`src/dnc_interface_pkg.sv`:
```
package dnc_interface_pkg;

  //////////////////////////////////////////////////////////////////////
  // Word and memory sizes
  //////////////////////////////////////////////////////////////////////

  // One interface-vector word
  localparam int WORD_SIZE = 16;

  // Interface-vector store
  localparam int MEM_DEPTH = 16;
  localparam int ADDR_SIZE = 4;

  //////////////////////////////////////////////////////////////////////
  // Head and key counts
  //////////////////////////////////////////////////////////////////////

  localparam int READ_HEADS = 2;  // R
  localparam int KEY_WORDS  = 4;  // W

  // Loop index widths
  localparam int HEAD_INDEX_SIZE = 1;
  localparam int WORD_INDEX_SIZE = 2;

  //////////////////////////////////////////////////////////////////////
  // Field layout in memory
  //////////////////////////////////////////////////////////////////////

  // Read keys row-major, head i word k at base + i*W + k
  localparam int READ_KEYS_BASE      = 0;
  localparam int WRITE_KEY_BASE      = READ_HEADS * KEY_WORDS;
  localparam int READ_STRENGTHS_BASE = READ_HEADS * KEY_WORDS + KEY_WORDS;

  //////////////////////////////////////////////////////////////////////
  // Arbiter clients and unit states
  //////////////////////////////////////////////////////////////////////

  // Client 0 read keys, 1 write key, 2 read strengths
  localparam int REQUESTERS      = 3;
  localparam int CLIENT_KEYS     = 0;
  localparam int CLIENT_WRITE    = 1;
  localparam int CLIENT_STRENGTH = 2;
  localparam int REQ_INDEX_SIZE  = 2;

  // Two-state unit controller
  localparam logic IDLE_STATE = 1'b0;
  localparam logic RUN_STATE  = 1'b1;

endpackage
```
`src/dnc_interface_top.sv`:
```
`timescale 1ns/1ps

module dnc_interface_top
  import dnc_interface_pkg::*;
(
  input  logic                 CLK,
  input  logic                 RST,
  input  logic                 start,

  // Host load port
  input  logic                 load_enable,
  input  logic [ADDR_SIZE-1:0] load_addr,
  input  logic [WORD_SIZE-1:0] load_data,

  // Read keys
  output logic [WORD_SIZE-1:0] key_out,
  output logic                 key_out_i_enable,
  output logic                 key_out_k_enable,
  output logic                 keys_ready,

  // Write key
  output logic [WORD_SIZE-1:0] write_key_out,
  output logic                 write_key_enable,
  output logic                 write_key_ready,

  // Read strengths
  output logic [WORD_SIZE-1:0] strength_out,
  output logic                 strength_enable,
  output logic                 strengths_ready
);

  //////////////////////////////////////////////////////////////////////
  // Wires
  //////////////////////////////////////////////////////////////////////

  // Memory read port
  logic                 mem_read_enable;
  logic [ADDR_SIZE-1:0] mem_read_addr;
  logic [WORD_SIZE-1:0] mem_read_data;

  // Unit requests, one bit per client
  logic                  keys_request;
  logic                  write_request;
  logic                  strengths_request;
  logic [ADDR_SIZE-1:0]  keys_addr;
  logic [ADDR_SIZE-1:0]  write_addr;
  logic [ADDR_SIZE-1:0]  strengths_addr;
  logic [REQUESTERS-1:0] grant;
  logic [REQUESTERS-1:0] return_strobe;
  logic [WORD_SIZE-1:0]  read_data;

  //////////////////////////////////////////////////////////////////////
  // Instances
  //////////////////////////////////////////////////////////////////////

  dnc_interface_memory memory (
    .CLK         (CLK),
    .RST         (RST),
    .load_enable (load_enable),
    .load_addr   (load_addr),
    .load_data   (load_data),
    .read_enable (mem_read_enable),
    .read_addr   (mem_read_addr),
    .read_data   (mem_read_data)
  );

  dnc_memory_arbiter arbiter (
    .CLK                    (CLK),
    .RST                    (RST),
    .request                ({strengths_request, write_request, keys_request}),
    .request_addr_keys      (keys_addr),
    .request_addr_write     (write_addr),
    .request_addr_strengths (strengths_addr),
    .grant                  (grant),
    .read_enable            (mem_read_enable),
    .read_addr              (mem_read_addr),
    .read_data_mem          (mem_read_data),
    .return_strobe          (return_strobe),
    .read_data              (read_data)
  );

  // Client 0
  dnc_read_keys read_keys (
    .CLK              (CLK),
    .RST              (RST),
    .start            (start),
    .request          (keys_request),
    .request_addr     (keys_addr),
    .grant            (grant[CLIENT_KEYS]),
    .return_strobe    (return_strobe[CLIENT_KEYS]),
    .read_data        (read_data),
    .key_out          (key_out),
    .key_out_i_enable (key_out_i_enable),
    .key_out_k_enable (key_out_k_enable),
    .ready            (keys_ready)
  );

  // Client 1
  dnc_write_key write_key (
    .CLK              (CLK),
    .RST              (RST),
    .start            (start),
    .request          (write_request),
    .request_addr     (write_addr),
    .grant            (grant[CLIENT_WRITE]),
    .return_strobe    (return_strobe[CLIENT_WRITE]),
    .read_data        (read_data),
    .write_key_out    (write_key_out),
    .write_key_enable (write_key_enable),
    .ready            (write_key_ready)
  );

  // Client 2
  dnc_read_strengths read_strengths (
    .CLK             (CLK),
    .RST             (RST),
    .start           (start),
    .request         (strengths_request),
    .request_addr    (strengths_addr),
    .grant           (grant[CLIENT_STRENGTH]),
    .return_strobe   (return_strobe[CLIENT_STRENGTH]),
    .read_data       (read_data),
    .strength_out    (strength_out),
    .strength_enable (strength_enable),
    .ready           (strengths_ready)
  );

endmodule

```
`src/dnc_read_strengths.sv`:
```
`timescale 1ns/1ps

module dnc_read_strengths
  import dnc_interface_pkg::*;
(
  input  logic                 CLK,
  input  logic                 RST,
  input  logic                 start,

  // Arbiter side
  output logic                 request,
  output logic [ADDR_SIZE-1:0] request_addr,
  input  logic                 grant,
  input  logic                 return_strobe,
  input  logic [WORD_SIZE-1:0] read_data,

  // One strength per read head
  output logic [WORD_SIZE-1:0] strength_out,
  output logic                 strength_enable,
  output logic                 ready
);

  logic                       strengths_state;
  logic [HEAD_INDEX_SIZE-1:0] head_index;  // head i in flight

  //////////////////////////////////////////////////////////////////////
  // Body
  //////////////////////////////////////////////////////////////////////

  assign request_addr = ADDR_SIZE'(READ_STRENGTHS_BASE) + ADDR_SIZE'(head_index);

  always_ff @(posedge CLK or posedge RST) begin
    if (RST) begin
      strengths_state <= IDLE_STATE;
      head_index      <= '0;
      request         <= 1'b0;
      strength_out    <= '0;
      strength_enable <= 1'b0;
      ready           <= 1'b0;
    end else begin
      strength_enable <= 1'b0;
      ready           <= 1'b0;

      case (strengths_state)
        IDLE_STATE : begin
          if (start) begin
            head_index      <= '0;
            request         <= 1'b1;
            strengths_state <= RUN_STATE;
          end
        end
        RUN_STATE : begin
          if (grant) begin
            request <= 1'b0;
          end
          if (return_strobe) begin
            strength_out    <= read_data;
            strength_enable <= 1'b1;
            // Done after head R-1
            if (head_index == HEAD_INDEX_SIZE'(READ_HEADS - 1)) begin
              ready           <= 1'b1;
              strengths_state <= IDLE_STATE;
            end else begin
              head_index <= head_index + 1'b1;
              request    <= 1'b1;
            end
          end
        end
        default : begin
          strengths_state <= IDLE_STATE;
        end
      endcase
    end
  end

endmodule

```
`src/dnc_write_key.sv`:
```
`timescale 1ns/1ps

module dnc_write_key
  import dnc_interface_pkg::*;
(
  input  logic                 CLK,
  input  logic                 RST,
  input  logic                 start,

  // Arbiter side
  output logic                 request,
  output logic [ADDR_SIZE-1:0] request_addr,
  input  logic                 grant,
  input  logic                 return_strobe,
  input  logic [WORD_SIZE-1:0] read_data,

  // Write key stream
  output logic [WORD_SIZE-1:0] write_key_out,
  output logic                 write_key_enable,
  output logic                 ready
);

  logic                       write_key_state;
  logic [WORD_INDEX_SIZE-1:0] word_index;  // word k in flight

  //////////////////////////////////////////////////////////////////////
  // Body
  //////////////////////////////////////////////////////////////////////

  assign request_addr = ADDR_SIZE'(WRITE_KEY_BASE) + ADDR_SIZE'(word_index);

  always_ff @(posedge CLK or posedge RST) begin
    if (RST) begin
      write_key_state  <= IDLE_STATE;
      word_index       <= '0;
      request          <= 1'b0;
      write_key_out    <= '0;
      write_key_enable <= 1'b0;
      ready            <= 1'b0;
    end else begin
      write_key_enable <= 1'b0;
      ready            <= 1'b0;

      case (write_key_state)
        IDLE_STATE : begin
          if (start) begin
            word_index      <= '0;
            request         <= 1'b1;
            write_key_state <= RUN_STATE;
          end
        end
        RUN_STATE : begin
          if (grant) begin
            request <= 1'b0;
          end
          // Word back from memory
          if (return_strobe) begin
            write_key_out    <= read_data;
            write_key_enable <= 1'b1;
            if (word_index == WORD_INDEX_SIZE'(KEY_WORDS - 1)) begin
              ready           <= 1'b1;
              write_key_state <= IDLE_STATE;
            end else begin
              word_index <= word_index + 1'b1;
              request    <= 1'b1;
            end
          end
        end
        default : begin
          write_key_state <= IDLE_STATE;
        end
      endcase
    end
  end

endmodule

```
`src/dnc_read_keys.sv`:
```
`timescale 1ns/1ps

module dnc_read_keys
  import dnc_interface_pkg::*;
(
  input  logic                 CLK,
  input  logic                 RST,
  input  logic                 start,

  // Arbiter side
  output logic                 request,
  output logic [ADDR_SIZE-1:0] request_addr,
  input  logic                 grant,
  input  logic                 return_strobe,
  input  logic [WORD_SIZE-1:0] read_data,

  // Key stream
  output logic [WORD_SIZE-1:0] key_out,
  output logic                 key_out_i_enable,  // row strobe, word 0 of each head
  output logic                 key_out_k_enable,  // word strobe
  output logic                 ready
);

  //////////////////////////////////////////////////////////////////////
  // Signals
  //////////////////////////////////////////////////////////////////////

  // Controller
  logic read_keys_state;

  // Head i and word k of the word in flight
  logic [HEAD_INDEX_SIZE-1:0] index_i;
  logic [WORD_INDEX_SIZE-1:0] index_k;

  //////////////////////////////////////////////////////////////////////
  // Body
  //////////////////////////////////////////////////////////////////////

  // k(t;i;k) = k^(t;i;k), row-major in memory
  assign request_addr = ADDR_SIZE'(READ_KEYS_BASE)
                      + ADDR_SIZE'(index_i) * ADDR_SIZE'(KEY_WORDS)
                      + ADDR_SIZE'(index_k);

  always_ff @(posedge CLK or posedge RST) begin
    if (RST) begin
      read_keys_state  <= IDLE_STATE;
      index_i          <= '0;
      index_k          <= '0;
      request          <= 1'b0;
      key_out          <= '0;
      key_out_i_enable <= 1'b0;
      key_out_k_enable <= 1'b0;
      ready            <= 1'b0;
    end else begin
      // Strobes last one cycle
      key_out_i_enable <= 1'b0;
      key_out_k_enable <= 1'b0;
      ready            <= 1'b0;

      case (read_keys_state)
        IDLE_STATE : begin
          if (start) begin
            index_i         <= '0;
            index_k         <= '0;
            request         <= 1'b1;
            read_keys_state <= RUN_STATE;
          end
        end
        RUN_STATE : begin
          // Request drops once granted
          if (grant) begin
            request <= 1'b0;
          end

          if (return_strobe) begin
            key_out          <= read_data;
            key_out_k_enable <= 1'b1;
            key_out_i_enable <= (index_k == '0);

            if (index_k == WORD_INDEX_SIZE'(KEY_WORDS - 1)) begin
              if (index_i == HEAD_INDEX_SIZE'(READ_HEADS - 1)) begin
                // Last word of last head
                ready           <= 1'b1;
                read_keys_state <= IDLE_STATE;
              end else begin
                index_i <= index_i + 1'b1;
                index_k <= '0;
                request <= 1'b1;
              end
            end else begin
              index_k <= index_k + 1'b1;
              request <= 1'b1;
            end
          end
        end
        default : begin
          read_keys_state <= IDLE_STATE;
        end
      endcase
    end
  end

endmodule

```
`src/dnc_memory_arbiter.sv`:
```
`timescale 1ns/1ps

module dnc_memory_arbiter
  import dnc_interface_pkg::*;
(
  input  logic                  CLK,
  input  logic                  RST,

  // Unit side
  input  logic [REQUESTERS-1:0] request,
  input  logic [ADDR_SIZE-1:0]  request_addr_keys,
  input  logic [ADDR_SIZE-1:0]  request_addr_write,
  input  logic [ADDR_SIZE-1:0]  request_addr_strengths,
  output logic [REQUESTERS-1:0] grant,

  // Memory side
  output logic                  read_enable,
  output logic [ADDR_SIZE-1:0]  read_addr,
  input  logic [WORD_SIZE-1:0]  read_data_mem,

  // Return path to all units
  output logic [REQUESTERS-1:0] return_strobe,
  output logic [WORD_SIZE-1:0]  read_data
);

  // Search starts after the client that won most recently
  logic [REQ_INDEX_SIZE-1:0] last_winner;
  logic [REQ_INDEX_SIZE-1:0] winner;

  //////////////////////////////////////////////////////////////////////
  // Round-robin pick
  //////////////////////////////////////////////////////////////////////

  always_comb begin : pick
    int candidate;
    grant  = '0;
    winner = last_winner;
    for (int n = 1; n <= REQUESTERS; n++) begin
      candidate = (int'(last_winner) + n) % REQUESTERS;
      if (grant == '0 && request[candidate]) begin
        grant[candidate] = 1'b1;
        winner           = REQ_INDEX_SIZE'(candidate);
      end
    end
  end

  // Address mux into the memory in the grant cycle
  always_comb begin
    read_addr = '0;
    if (grant[CLIENT_KEYS]) begin
      read_addr = request_addr_keys;
    end else if (grant[CLIENT_WRITE]) begin
      read_addr = request_addr_write;
    end else if (grant[CLIENT_STRENGTH]) begin
      read_addr = request_addr_strengths;
    end
  end

  assign read_enable = |grant;

  // Memory data goes to every unit and the strobe tells who owns it
  assign read_data = read_data_mem;

  //////////////////////////////////////////////////////////////////////
  // Pointer and return strobe
  //////////////////////////////////////////////////////////////////////

  always_ff @(posedge CLK or posedge RST) begin
    if (RST) begin
      // First search after reset starts at client 0
      last_winner   <= REQ_INDEX_SIZE'(REQUESTERS - 1);
      return_strobe <= '0;
    end else begin
      if (read_enable) begin
        last_winner <= winner;
      end
      // Matches the one-cycle memory latency
      return_strobe <= grant;
    end
  end

  //////////////////////////////////////////////////////////////////////
  // Checks
  //////////////////////////////////////////////////////////////////////

  // A client passed over twice in a row wins on its third cycle
  for (genvar c = 0; c < REQUESTERS; c++) begin : fairness
    client_served : assert property (
      @(posedge CLK) disable iff (RST)
      request[c] && $past(request[c] && !grant[c])
        && $past(request[c] && !grant[c], 2) |-> grant[c]
    );
  end

endmodule

```
`src/dnc_interface_memory.sv`:
```
`timescale 1ns/1ps

module dnc_interface_memory
  import dnc_interface_pkg::*;
(
  input  logic                 CLK,
  input  logic                 RST,

  // Host load port
  input  logic                 load_enable,
  input  logic [ADDR_SIZE-1:0] load_addr,
  input  logic [WORD_SIZE-1:0] load_data,

  // Arbitrated read port
  input  logic                 read_enable,
  input  logic [ADDR_SIZE-1:0] read_addr,
  output logic [WORD_SIZE-1:0] read_data
);

  //////////////////////////////////////////////////////////////////////
  // Storage
  //////////////////////////////////////////////////////////////////////

  // One interface vector, word addressed
  logic [WORD_SIZE-1:0] mem_array [MEM_DEPTH];

  //////////////////////////////////////////////////////////////////////
  // Body
  //////////////////////////////////////////////////////////////////////

  always_ff @(posedge CLK) begin
    // Host write, only between runs
    if (load_enable) begin
      mem_array[load_addr] <= load_data;
    end

    // Registered read, data valid one cycle after the grant
    if (read_enable) begin
      read_data <= mem_array[read_addr];
    end
  end

  //////////////////////////////////////////////////////////////////////
  // Checks
  //////////////////////////////////////////////////////////////////////

  // Host must not load while the units are fetching
  load_read_collision : assert property (
    @(posedge CLK) disable iff (RST)
    !(load_enable && read_enable)
  );

endmodule

```
`config.mk`:
```
export PLATFORM = sky130hd
export DESIGN_NAME = dnc_interface_top
export DESIGN_NICKNAME = d
export VERILOG_FILES = /design/src/dnc_interface_pkg.sv /design/src/dnc_interface_top.sv /design/src/dnc_read_strengths.sv /design/src/dnc_write_key.sv /design/src/dnc_read_keys.sv /design/src/dnc_memory_arbiter.sv /design/src/dnc_interface_memory.sv
export SDC_FILE = /design/constraint.sdc
export NUM_CORES = 1
export LEC_CHECK = 0
export BUFFER_PORTS_ARGS = -buffer_cell sky130_fd_sc_hd__buf_2
export CORE_UTILIZATION = 60
export CTS_CLUSTER_DIAMETER = 80
export DETAILED_ROUTE_END_ITERATION = 6
export GPL_TIMING_DRIVEN = 1
export HOLD_SLACK_MARGIN = 0.1
export MAX_ROUTING_LAYER = met4
export PLACE_DENSITY_LB_ADDON = 0.08
export SLEW_MARGIN = 20
export SYNTH_ARGS = -nofsm -noshare
export SYNTH_HDL_FRONTEND = slang
export SYNTH_SLANG_ARGS = --single-unit
```
`constraint.sdc`:
```
create_clock -name CLK -period 4.1 [get_ports CLK]
set_clock_uncertainty 0.2 [all_clocks]
set_input_delay 0.41 -clock CLK [delete_from_list [all_inputs] [get_ports CLK]]
set_output_delay 0.41 -clock CLK [all_outputs]
set_load 0.01 [all_outputs]
```
* Yosys cells after proc, flatten, opt, wreduce, memory -nomap -nowiden
Memories as Yosys holds them, arrays and structs flattened. A register that Yosys moved wholly into a read port is not among the register bits.
Index checks and enable logic that the tools add are counted.
** Storage, ports and cells
- Register bits :: 72
- RAM bits :: 256
- Input bits :: 24
- Output and inout port bits :: 55
- Logic and storage cells :: 161
- Memories kept :: 1
** Operators by class
- Add/subtract/negate cells :: 10
- Div/mod/pow operators :: 3
- $lt $le $gt $ge :: 6
- Equal/unequal tests :: 11
- Multiplexer cells :: 85
- Bitwise operators :: 5
- Reduce and logical (&&, ||, !) cells :: 18
** Memory list
- memory.mem_array :: depth 16, width 16, rd ports 1, clocked after Yosys merged registers in 1, wr ports 1, line dnc_interface_memory.sv:25 : logic [WORD_SIZE-1:0] mem_array [MEM_DEPTH];
** Operators by type and width (count)
- 32-bit by 1-bit >= comparator with 1-bit output (second input constant) :: 3
- 32-bit by 4-bit less-than comparator with 1-bit output (second input constant) :: 3
- 32-bit by 3-bit modulo with 32-bit output (second input constant) :: 3
- 1-bit two-way mux :: 54
- 2-bit two-way mux :: 9
- 2-bit != test (second input constant) :: 8
- 1-bit case mux with 2 select lines :: 8
- 4-bit two-way mux :: 3
- 2-bit AND reduction :: 5
- 3-bit two-way mux :: 3
- 3-bit AND reduction :: 3
- 2-bit case mux with 2 select lines :: 2
- 2-bit by 2-bit adder with 3-bit output (second input constant) :: 2
- 1-bit binary-select mux with 2-bit select :: 3
- 1-bit demux with 2-bit select :: 3
- 3-bit logical NOT :: 2
- 3-bit OR :: 2
- 1-bit logical AND :: 5
- 2-bit by 1-bit adder with 2-bit output (second input constant) :: 2
- 3-bit by 2-bit adder with 4-bit output :: 1
- 3-bit by 2-bit adder with 4-bit output (first input constant) :: 1
- 4-bit by 2-bit adder with 4-bit output (first input constant) :: 1
- 2-bit equality test (second input constant) :: 2
- 2-bit by 1-bit adder with 3-bit output (second input constant) :: 1
- 6 further kinds :: 9

* Longest topological paths before layout
Gate-level depths: netlist (run 1).
- Depth after elaboration :: 18
- Depth in mapped cells :: 15
- Mapped depth without buffers :: 11

* Modules after synthesis
A second synthesis (run 1) with hierarchy kept.
** Unflattened totals
- Cells, all modules :: 720
- Area, all modules :: 13822.0 um^2
** By module, submodules not included
- dnc_interface_memory :: times used 1, cells an instance 432, area an instance 10203.5 um^2
- dnc_read_keys :: times used 1, cells an instance 71, area an instance 1002.2 um^2
- dnc_write_key :: times used 1, cells an instance 62, area an instance 902.1 um^2
- dnc_memory_arbiter :: times used 1, cells an instance 98, area an instance 862.1 um^2
- dnc_read_strengths :: times used 1, cells an instance 57, area an instance 852.1 um^2

* Worst setup path before layout (run 1)
Ideal clock, no wire load.
- Kind :: reg2reg
- Start point :: reg arbiter.last_winner[1]
- End point :: reg memory.read_data[8] (read register of memory.mem_array) (data pin)
- Library setup time :: 0.276 ns
- Arrival time :: 2.892 ns
- Required time :: 3.624 ns
- Path slack :: 0.732 ns
- Cell stages (with the launch flop) :: 15
- Path buffers :: 4
- Path through :: dfstp_2 > inv_1 > ha_1 > buf_6 > mux2i_1 > o31a_1 > and3_1 > a32o_1 > a311o_1 > buf_6 > nand2_4 > buf_6 > buf_12 > mux2i_1 > o2111ai_2
** On the way
- Longest elaborated chain between the ends :: 16
- Elaborated cells on any way between the ends :: 43
- Classes of those cells :: add/sub (3); div (3); order compare (6); mux (21); bitwise (2); reduce/logical (8)
** RTL lines
- start, declared :: line dnc_memory_arbiter.sv:27 : logic [REQ_INDEX_SIZE-1:0] last_winner;
- start signal, assigned :: line dnc_memory_arbiter.sv:71 : last_winner <= REQ_INDEX_SIZE'(REQUESTERS - 1);
- start signal, assigned :: line dnc_memory_arbiter.sv:75 : last_winner <= winner;
- 2-bit by 1-bit adder with 3-bit output :: line dnc_memory_arbiter.sv:39 : candidate = (int'(last_winner) + n) % REQUESTERS;
- 32-bit by 3-bit modulo with 32-bit output :: line dnc_memory_arbiter.sv:39
- 32-bit by 1-bit >= comparator with 1-bit output (not written as such) or 32-bit by 4-bit less-than comparator with 1-bit output (tied branches) :: line dnc_memory_arbiter.sv:41 : grant[candidate] = 1'b1;
- 1-bit logical AND (not written as such) :: line dnc_memory_arbiter.sv:41
- 1-bit two-way mux (not written as such) :: line dnc_memory_arbiter.sv:41
- 1-bit demux with 2-bit select
- 3-bit two-way mux :: line dnc_memory_arbiter.sv:40 : if (grant == '0 && request[candidate]) begin
- 3-bit logical NOT :: line dnc_memory_arbiter.sv:40
- 1-bit logical AND :: line dnc_memory_arbiter.sv:40
- 3-bit two-way mux :: line dnc_memory_arbiter.sv:40
- 3-bit logical NOT :: line dnc_memory_arbiter.sv:40
- 1-bit logical AND :: line dnc_memory_arbiter.sv:40
- 3-bit two-way mux (*) :: line dnc_memory_arbiter.sv:40
- 4-bit two-way mux :: line dnc_memory_arbiter.sv:54 : end else if (grant[CLIENT_STRENGTH]) begin
- 4-bit two-way mux :: line dnc_memory_arbiter.sv:52 : end else if (grant[CLIENT_WRITE]) begin
- 4-bit two-way mux :: line dnc_memory_arbiter.sv:50 : if (grant[CLIENT_KEYS]) begin
- end, declared :: line dnc_interface_memory.sv:17 : output logic [WORD_SIZE-1:0] read_data
Mark *: on every way between the ends. The rest lies on a longest branch, timed or not. The select of a mux whose other input is x is not followed.
A chain may end at the register's enable or synchronous reset.

* Worst setup path in the final report (run 1)
- Start point :: reg arbiter.last_winner[0]
- End point :: reg memory.read_data[3] (read register of memory.mem_array) (data pin)
** On the way
- Longest elaborated chain between the ends :: 16
- Elaborated cells on any way between the ends :: 43
- Classes of those cells :: add/sub (3); div (3); order compare (6); mux (21); bitwise (2); reduce/logical (8)
** RTL lines
- 2-bit by 1-bit adder with 3-bit output :: line dnc_memory_arbiter.sv:39
- 32-bit by 3-bit modulo with 32-bit output :: line dnc_memory_arbiter.sv:39
- 32-bit by 1-bit >= comparator with 1-bit output (not written as such) or 32-bit by 4-bit less-than comparator with 1-bit output (tied branches) :: line dnc_memory_arbiter.sv:41
- 1-bit logical AND (not written as such) :: line dnc_memory_arbiter.sv:41
- 1-bit two-way mux (not written as such) :: line dnc_memory_arbiter.sv:41
- 1-bit demux with 2-bit select
- 3-bit two-way mux :: line dnc_memory_arbiter.sv:40
- 3-bit logical NOT :: line dnc_memory_arbiter.sv:40
- 1-bit logical AND :: line dnc_memory_arbiter.sv:40
- 3-bit two-way mux :: line dnc_memory_arbiter.sv:40
- 3-bit logical NOT :: line dnc_memory_arbiter.sv:40
- 1-bit logical AND :: line dnc_memory_arbiter.sv:40
- 3-bit two-way mux (*) :: line dnc_memory_arbiter.sv:40
- named net read_strengths.grant :: line dnc_read_strengths.sv:13 : input logic grant,
- 4-bit two-way mux :: line dnc_memory_arbiter.sv:54
- 4-bit two-way mux :: line dnc_memory_arbiter.sv:52
- 4-bit two-way mux :: line dnc_memory_arbiter.sv:50
The timed path passes the listed nets; every way through them passes the cells marked *. The select of a mux whose other input is x is not followed.

==> impl_metrics.env, run 1 <==
export IMPL_status="complete, no violations"
export IMPL_worstSetupPathType="flip-flop to flip-flop"
export IMPL_slowest_delay_ns=0.52
export IMPL_grt_overflow=0
export IMPL_cap_violations=0
export IMPL_die_y_microns=148
export IMPL_yosysWarningCount=0
export IMPL_num_rows=52
export IMPL_synth_commonest_cells="edfxtp_1, dfrtp_1, mux2_2"
export IMPL_relSlewSlack_pct=24.2
export IMPL_hp_class="input pin to flip-flop"
export IMPL_synth_main_ff_cell="edfxtp_1"
export IMPL_syn_nets=846
export IMPL_yosys_top_cells_area="edfxtp_1, dfrtp_1, mux2_2"
export IMPL_post_drt_via_cell_ratio=6.48
export IMPL_fin_util_pct=71.6
export IMPL_fmax_mhz=261
export IMPL_drtAntennaViolNets=0
export IMPL_endpoint_kind="flip-flop"
export IMPL_min_period_ns=3.83
export IMPL_worst_pin_slew_ns=1.13
export IMPL_first_pass_iters=5
export IMPL_synth_cells=815
export IMPL_placed_area_sq_um=13500
export IMPL_cts_made_buffers=31
export IMPL_clkTransAtPathRegs_ns=0.06
export IMPL_clkSinkCount=312
export IMPL_synth_yosys_seq_area_share_pct=70.9
export IMPL_rsz0062_at_grt="false"
export IMPL_met3_wirelength_mm=2.45
export IMPL_final_cell_area_sq_um=14700
export IMPL_cp_max_fo=21
export IMPL_hold_violations=0
export IMPL_dieArea_sq_um=21800
export IMPL_drv_slew=0
export IMPL_area_growth_pct=15.4
export IMPL_holdPathStages=2
export IMPL_ys_types=57
export IMPL_synth_most_common_cell="edfxtp_1"
export IMPL_worstSetupStartpointType="flip-flop"
export IMPL_cp_arrival_ns=4.01
export IMPL_ios=79
export IMPL_synth_edf_count=240
export IMPL_grt_max_degree=53
export IMPL_drt_iter0_drc=736
export IMPL_ff2ff_path_depth=11
export IMPL_netlist_area_leader_share_pct=56.7
export IMPL_synth_top_area_cell="edfxtp_1"
export IMPL_layout_nets=957
export IMPL_gr_usage_all_layers_pct=29.9
export IMPL_drive_above_1_share_pct=25.9
export IMPL_tns_ns=0
export IMPL_topRoutingLayerUsed="met4"
export IMPL_path_depth=11
export IMPL_synth_area_sq_um=12700
export IMPL_post_dp_hpwl_mm=18.7
export IMPL_start_util_pct=62.0
export IMPL_wl_met1_mm=12.3
export IMPL_post_route_period_util_pct=93.4
export IMPL_core_area_sq_um=20500
export IMPL_route_met2_wl_mm=14.8
export IMPL_async_flop_share_pct=23.1
export IMPL_grt_pass1_vias=8050
export IMPL_vias=7915
export IMPL_nFillCells=1351
export IMPL_die_w_microns=148
export IMPL_drc_errors=0
export IMPL_wl_per_cell_microns=24.9
export IMPL_finalSetupViolCount=0
export IMPL_worst_path_buf_inv=2
export IMPL_grt_pass1_wl_mm=47.1
export IMPL_portBuffers=78
export IMPL_worstPathRequired_ns=4.28
export IMPL_cts_htree_levels=1
export IMPL_path_cells="inv_1 > ha_1 > nor2b_1 > o21ai_0 > nor2_2 > o21ai_1 > a311o_1 > nand2_4 > buf_12 > mux2_2 > o2111ai_1"
export IMPL_place_gp_congestion=0.824
export IMPL_post_cts_setup_buffers=0
export IMPL_ys_ff_latch=312
export IMPL_synth_avg_cell_area_sq_um=15.6
export IMPL_grt_antenna_before_repair=2
export IMPL_cp_top_family="compound AO/OA/AOI/OAI gates"
export IMPL_drt_total_wl_mm=30.4
export IMPL_clockRootBuffer="clkbuf_16"
export IMPL_clockBufferDepth=3
export IMPL_cts_tree="yes"
export IMPL_clkLatencyLatePin_ns=0.55
export IMPL_cp_slowest_cell="ha_1"
worst paths after layout:
kind / startpoint / endpoint / slack [ns]
worst max-delay path: arbiter.last_winner[0] / memory.read_data[3] / 0.27
worst min-delay path: load_addr[1] / memory.mem_array[4][7] / 0.23
worst max register to register: arbiter.last_winner[0] / memory.read_data[3] / 0.27
worst min register to register: read_strengths.strength_out[0] / read_strengths.strength_out[0] / 0.30
max in group asynchronous: RST / read_strengths.strength_out[13] / 2.59
min in group asynchronous: RST / read_keys.key_out[5] / 0.35
state kept, by name, summed over array words and instances (netlist names), 3 cells and up:
register and flops:
arbiter.return_strobe 3, memory.mem_array 224, memory.read_data 16, read_keys.key_out 16
read_strengths.strength_out 16, write_key.write_key_out 16
stage by stage:
stage | hold slack [ns] | std cells | setup WS (ns)
after floorplan | 0.297 | 815 | 0.732
after global placement | 0.283 | 1144 | 0.279
after detailed placement | 0.288 | 1144 | 0.217
after CTS | 0.253 | 1219 | 0.193
after global routing | 0.220 | 1221 | 0.0499
final | 0.226 | 1221 | 0.271
logic make-up (layout without fill, tap and decap cells):
family | after synthesis | in the layout | synth area share [%]
fa+ha+maj | 7 | 7 | 0.689
xor+xnor | 1 | 1 | 0.0689
other cells | 0 | 1 | 0
buf+inv | 68 | 203 | 2.48
compound gates | 167 | 167 | 10.4
simple gates | 177 | 177 | 8.33
flops | 312 | 312 | 70.9
mux | 83 | 83 | 7.17
per-layer routing:
metal | GRT usage (%) | vias up
li1 | - | 3466
met1 | 40.0 | 4033
met2 | 47.5 | 352
met3 | 5.12 | 64
met4 | 8.61 | 0
met5 | - | -
timing repair:
| action | 4_1_cts | 5_1_grt |
|---|---|---|
| hold buffers | 18 | 0 |
| setup endpoints to repair | 0 | 9 |
| gates resized for setup | 0 | 1 |
| hold endpoints to repair | 279 | 0 |
final cells by class:
| class | instances | area, sq um | area share, % |
|---|---|---|---|
| inverter | 13 | 50.0 | 0.341 |
| sequential | 312 | 9010 | 61.4 |
| multi-input combinational | 435 | 3450 | 23.5 |
| clock inverter | 18 | 133 | 0.904 |
| tap | 270 | 338 | 2.30 |
| clock buffer | 39 | 806 | 5.49 |
| antenna | 1 | 2.50 | 0.0171 |
| timing repair buffer | 133 | 881 | 6.00 |
layout by cell type (no fill, tap or decap), types with 3 or more instances in the layout:
| cell | synthesis | layout |
|---|---|---|
| o31ai_1 | 3 | 3 |
| nor2b_1 | 5 | 5 |
| nand2b_1 | 6 | 6 |
| edfxtp_1 | 240 | 240 |
| o21ai_1 | 3 | 3 |
| nand2_1 | 18 | 18 |
| nand3b_1 | 5 | 5 |
| nor4b_1 | 46 | 46 |
| clkbuf_16 | 0 | 31 |
| buf_2 | 11 | 78 |
| a21oi_1 | 6 | 6 |
| mux2_2 | 57 | 57 |
| a31oi_1 | 18 | 18 |
| o2111ai_1 | 17 | 17 |
| dfrtp_1 | 71 | 71 |
| clkbuf_1 | 38 | 8 |
| nand3_1 | 49 | 49 |
| buf_4 | 2 | 34 |
| a211oi_1 | 31 | 31 |
| o21ai_0 | 22 | 22 |
| mux2i_1 | 19 | 19 |
| dlygate4sd3_1 | 0 | 18 |
| clkinv_2 | 0 | 7 |
| and3_1 | 5 | 5 |
| ha_1 | 7 | 7 |
| clkinv_1 | 1 | 10 |
| mux2_1 | 7 | 7 |
| inv_1 | 11 | 10 |
| nor2_1 | 29 | 28 |
| nor3_4 | 0 | 3 |
| o2bb2ai_1 | 31 | 31 |
| a21bo_2 | 16 | 16 |
Power of run 1 is left out: the tool's default activity adds up to more than one toggle a clock period on the data nets, which glitch-free logic cannot reach.
==> inputs of run 2 (changes only) <==
CORE_UTILIZATION = 62   (was 60)
CTS_BUF_LIST = sky130_fd_sc_hd__clkbuf_2 sky130_fd_sc_hd__clkbuf_4 sky130_fd_sc_hd__clkbuf_8   (was default)
==> run 2 against run 1 <==
Net effect: core utilization grew 1.0 points; sequential share of layout area grew 0.10 points; critical path depth shrank 1; global-route usage grew 0.14 points; critical path type unchanged; via count shrank 0.49%; highest routed layer unchanged; routed wire length shrank 2.0%; count of clock-buffer cells in the layout grew 27; flip-flop and latch count is the same; first-iteration DRC count shrank 0.68%; cell count grew 2.3%; design area shrank 0.16%; fmax shrank 1.1%.
==> impl_metrics.env, run 2 (synthesis gave the netlist of run 1 again) <==
export IMPL_status="complete, no violations"
export IMPL_ios=79
export IMPL_post_route_period_util_pct=94.5
export IMPL_drt_total_wl_mm=29.8
export IMPL_tns_ns=0
export IMPL_hp_class="input pin to flip-flop"
export IMPL_area_growth_pct=15.2
export IMPL_post_drt_via_cell_ratio=6.31
export IMPL_drtAntennaViolNets=0
export IMPL_vias=7876
export IMPL_grt_pass1_wl_mm=46.3
export IMPL_worstSetupPathType="flip-flop to flip-flop"
export IMPL_layout_commonest_cell="edfxtp_1"
export IMPL_nFillCells=1285
export IMPL_post_dp_hpwl_mm=18.0
export IMPL_clkSinkCount=312
export IMPL_multi_input_area_sq_um=3450
export IMPL_dieArea_sq_um=21100
export IMPL_post_cts_setup_buffers=0
export IMPL_grt_pass1_vias=8165
export IMPL_worst_pin_slew_ns=1.09
export IMPL_seq_area_sq_um=9010
export IMPL_min_period_ns=3.87
export IMPL_critPathLaunch="arbiter.last_winner[0]"
export IMPL_cts_made_buffers=49
export IMPL_drt_iter0_drc=731
export IMPL_clkTransAtPathRegs_ns=0.06
export IMPL_relSlewSlack_pct=27.2
export IMPL_clockRootBuffer="clkbuf_8"
export IMPL_finalSetupViolCount=0
export IMPL_clkLatencyLatePin_ns=0.57
export IMPL_place_gp_congestion=0.824
export IMPL_layout_nets=971
export IMPL_drv_slew=0
export IMPL_mostFrequentLayoutCells="edfxtp_1, buf_2, dfrtp_1, mux2_2, clkbuf_8"
export IMPL_cts_htree_levels=2
export IMPL_clockBufferDepth=3
export IMPL_grt_overflow=0
export IMPL_rr_startpoint="arbiter.last_winner[0]"
export IMPL_cap_violations=0
export IMPL_cp_arrival_ns=4.06
export IMPL_antenna_cells=0
export IMPL_cp_max_fo=16
export IMPL_cts_tree="yes"
export IMPL_drive_above_1_share_pct=28.3
export IMPL_grt_max_degree=52
export IMPL_regMostFlops="memory.mem_array"
export IMPL_hold_violations=0
export IMPL_gr_usage_all_layers_pct=30.0
export IMPL_drc_errors=0
export IMPL_worstPathRequired_ns=4.28
export IMPL_wl_per_cell_microns=23.8
export IMPL_start_util_pct=63.0
export IMPL_portBuffers=78
export IMPL_largest_reg_flops=224
export IMPL_rsz0062_at_grt="false"
export IMPL_num_rows=52
export IMPL_fmax_mhz=258
export IMPL_first_pass_iters=6
export IMPL_worstSetupStartpointType="flip-flop"
export IMPL_holdCritStartpoint="load_addr[1]"
export IMPL_endpoint_kind="flip-flop"
export IMPL_die_y_microns=145
export IMPL_die_w_microns=145
export IMPL_grt_antenna_before_repair=0
export IMPL_core_area_sq_um=20200
run 2: through the flow:
step	instance area, sq um	setup slack [ns]	hold WS, ns	util, %	instances
global route	14600	0.0171	0.216	72.6	1249
global placement	13500	0.342	0.284	66.9	1140
CTS	14600	0.228	0.230	72.5	1248
detailed placement	13500	0.268	0.288	66.9	1140
floorplan	12700	0.732	0.297	-	815
finish	14600	0.228	0.209	72.6	1249
run 2: worst paths after layout:
| path | to | slack, ns | cells after the start |
|---|---|---|---|
| min in group asynchronous | read_strengths.strength_out[6] | 0.35 | 3 |
| hold / removal | memory.mem_array[4][6] | 0.21 | 2 |
| max in group asynchronous | read_strengths.strength_out[8] | 2.55 | 4 |
| setup / recovery | memory.read_data[2] | 0.23 | 10 |
| hold reg to reg | read_keys.key_out[6] | 0.30 | 1 |
| setup reg to reg | memory.read_data[2] | 0.23 | 10 |
run 2: timing repair:
item                                    in CTS  in global routing
endpoints found under the setup margin       0                  2
endpoints found under the hold margin      277                  0
gates resized for setup                      0                  1
hold buffers                                18                  0
run 2: metal layers:
layer / GRT usage [%] / vias up / wire, microns
met3: 5.97 / 53 / 2580
met2: 47.8 / 357 / 14700
met4: 8.74 / 0 / 571
met5: - / - / 0
met1: 39.6 / 3952 / 11900
li1: - / 3514 / -
run 2: worst max-delay path, cell delays in order (launching register included):
cell and delay [ns]:
dfrtp_1 0.40, inv_1 0.08, ha_1 0.52, nor2b_1 0.26
o21ai_0 0.11, nor2_1 0.36, o21ai_1 0.29, a311oi_4 0.91
o21ai_0 0.23, a21bo_2 0.26, o2111ai_1 0.07
run 2: layout make-up:
| class | count | share of cell area (%) |
|---|---|---|
| Clock inverter | 24 | 0.709 |
| Multi-Input combinational cell | 435 | 23.6 |
| Clock buffer | 66 | 5.73 |
| Sequential cell | 312 | 61.5 |
| Tap cell | 270 | 2.31 |
| Timing Repair Buffer | 129 | 5.84 |
| Inverter | 13 | 0.342 |
Power of run 2 is left out for the same reason.
==> inputs of run 3 (changes only) <==
==> constraint.sdc (replaced) <==
create_clock -name CLK -period 4.1 [get_ports CLK]
set_clock_uncertainty 0.2 [all_clocks]
set_input_delay 0.615 -clock CLK [delete_from_list [all_inputs] [get_ports CLK]]
set_output_delay 0.615 -clock CLK [all_outputs]
set_load 0.01 [all_outputs]
==> run 3 against run 2 <==
Net effect: sequential share of layout area increased by 0.35 points; first-iteration DRC count increased by 2.2%; hold slack lost 0.033 ns; routed wire length decreased by 0.84%; flip-flop and latch count did not move; register-to-register slack is essentially flat; non-clock buffer count fell by 12; fmax decreased by 0.12%.
==> impl_metrics.env, run 3 (synthesis gave the netlist of run 1 again) <==
export IMPL_clkLatencyLatePin_ns=0.56
export IMPL_grt_pass1_wl_mm=45.4
export IMPL_tns_ns=0
export IMPL_drt_total_wl_mm=29.5
export IMPL_worstPathRequired_ns=4.19
export IMPL_drc_errors=0
export IMPL_regMostFlops="memory.mem_array"
export IMPL_die_y_microns=145
export IMPL_wl_per_cell_microns=23.9
export IMPL_finalSetupViolCount=0
export IMPL_layout_commonest_cell="edfxtp_1"
export IMPL_drt_iter0_drc=747
export IMPL_drtAntennaViolNets=0
export IMPL_hold_violations=0
export IMPL_num_rows=52
export IMPL_area_growth_pct=14.6
export IMPL_cap_violations=0
export IMPL_worst_pin_slew_ns=1.06
export IMPL_clkTransAtPathRegs_ns=0.06
export IMPL_portBuffers=78
export IMPL_place_gp_congestion=0.819
export IMPL_clkSinkCount=312
export IMPL_cts_tree="yes"
export IMPL_cp_max_fo=26
export IMPL_min_period_ns=3.88
export IMPL_cp_arrival_ns=3.96
export IMPL_core_area_sq_um=20200
export IMPL_drv_slew=0
export IMPL_largest_reg_flops=224
export IMPL_fmax_mhz=258
export IMPL_grt_overflow=0
export IMPL_grt_max_degree=52
export IMPL_drive_above_1_share_pct=29.8
export IMPL_cts_made_buffers=49
export IMPL_post_drt_via_cell_ratio=6.36
export IMPL_grt_antenna_before_repair=0
export IMPL_clockBufferDepth=3
export IMPL_dieArea_sq_um=21100
export IMPL_ios=79
export IMPL_post_dp_hpwl_mm=18.3
export IMPL_worstSetupPathType="flip-flop to flip-flop"
export IMPL_endpoint_kind="flip-flop"
export IMPL_die_w_microns=145
export IMPL_antenna_cells=0
export IMPL_mostFrequentLayoutCells="edfxtp_1, buf_2, dfrtp_1, mux2_2, clkbuf_8"
export IMPL_vias=7862
export IMPL_rsz0062_at_grt="false"
export IMPL_worstSetupStartpointType="flip-flop"
export IMPL_hp_class="input pin to flip-flop"
export IMPL_nFillCells=1310
export IMPL_start_util_pct=63.0
export IMPL_clockRootBuffer="clkbuf_8"
export IMPL_relSlewSlack_pct=29.1
export IMPL_layout_nets=959
export IMPL_post_route_period_util_pct=94.6
export IMPL_status="complete, no violations"
export IMPL_grt_pass1_vias=7976
export IMPL_gr_usage_all_layers_pct=29.5
export IMPL_first_pass_iters=6
export IMPL_cts_htree_levels=2
## run 3: changes by cell type in the layout (fill, tap and decap cells not counted), moves of 2 or more
cell / before / now
dlygate4sd3_1: 18 / 1
buf_4: 29 / 36
clkinv_1: 16 / 10
bufinv_16: 0 / 3
clkbuf_4: 11 / 14
clkbuf_8: 55 / 53
## run 3: worst paths after layout
check,cells past startpoint,slack (ns),end,start
setup reg to reg,13,0.22,memory.read_data[2],arbiter.last_winner[1]
hold / removal,3,0.18,read_keys.read_keys_state,start
hold reg to reg,1,0.30,write_key.write_key_out[6],write_key.write_key_out[6]
max in group asynchronous,4,2.18,arbiter.last_winner[1],RST
min in group asynchronous,3,0.57,read_strengths.strength_out[13],RST
setup / recovery,13,0.22,memory.read_data[2],arbiter.last_winner[1]
## run 3: cell type report
class / instances / area [sq um] / area share, %
flip-flops and latches: 312 / 9010 / 61.9
inverters: 13 / 48.8 / 0.335
clock buffers: 67 / 835 / 5.73
multi-input cells: 435 / 3440 / 23.7
well taps: 270 / 338 / 2.32
repair buffers: 117 / 711 / 4.88
clock inverters: 22 / 176 / 1.21
## run 3: metal layers
metal / wire (microns) / track usage, %
met2: 14300 / 46.3
met5: 0 / -
met4: 914 / 12.5
met3: 2450 / 5.41
met1: 11900 / 38.3
## run 3: repair_timing
| item | CTS | global route |
|---|---|---|
| setup endpoints to repair | 0 | 16 |
| hold endpoints to repair | 39 | 0 |
| hold buffers | 1 | 0 |
| gates resized for setup | 0 | 1 |
| buffers inserted | 0 | 3 |
## run 3: through the flow
| stage | worst slack, ns | std cells | instance area [sq um] | utilization [%] | hold slack, ns |
|---|---|---|---|---|---|
| after floorplan | 0.732 | 815 | 12700 | - | 0.297 |
| after global placement | 0.463 | 1143 | 13500 | 67.0 | 0.283 |
| after detailed placement | 0.224 | 1143 | 13500 | 67.0 | 0.291 |
| after CTS | 0.106 | 1233 | 14500 | 72.1 | 0.155 |
| after global routing | 0.0348 | 1236 | 14600 | 72.2 | 0.192 |
| final | 0.223 | 1236 | 14600 | 72.2 | 0.177 |
## run 3: critical path, cell delays in order (launching register included)
cell	delay, ns
dfstp_2	0.55
inv_1	0.07
ha_1	0.33
mux2i_1	0.27
o31a_1	0.26
o21ai_1	0.20
nor2_4	0.18
inv_1	0.12
buf_4	0.23
a311o_1	0.35
nand2_4	0.09
buf_4	0.35
mux2i_1	0.27
o2111ai_1	0.13
Power of run 3 is left out for the same reason.
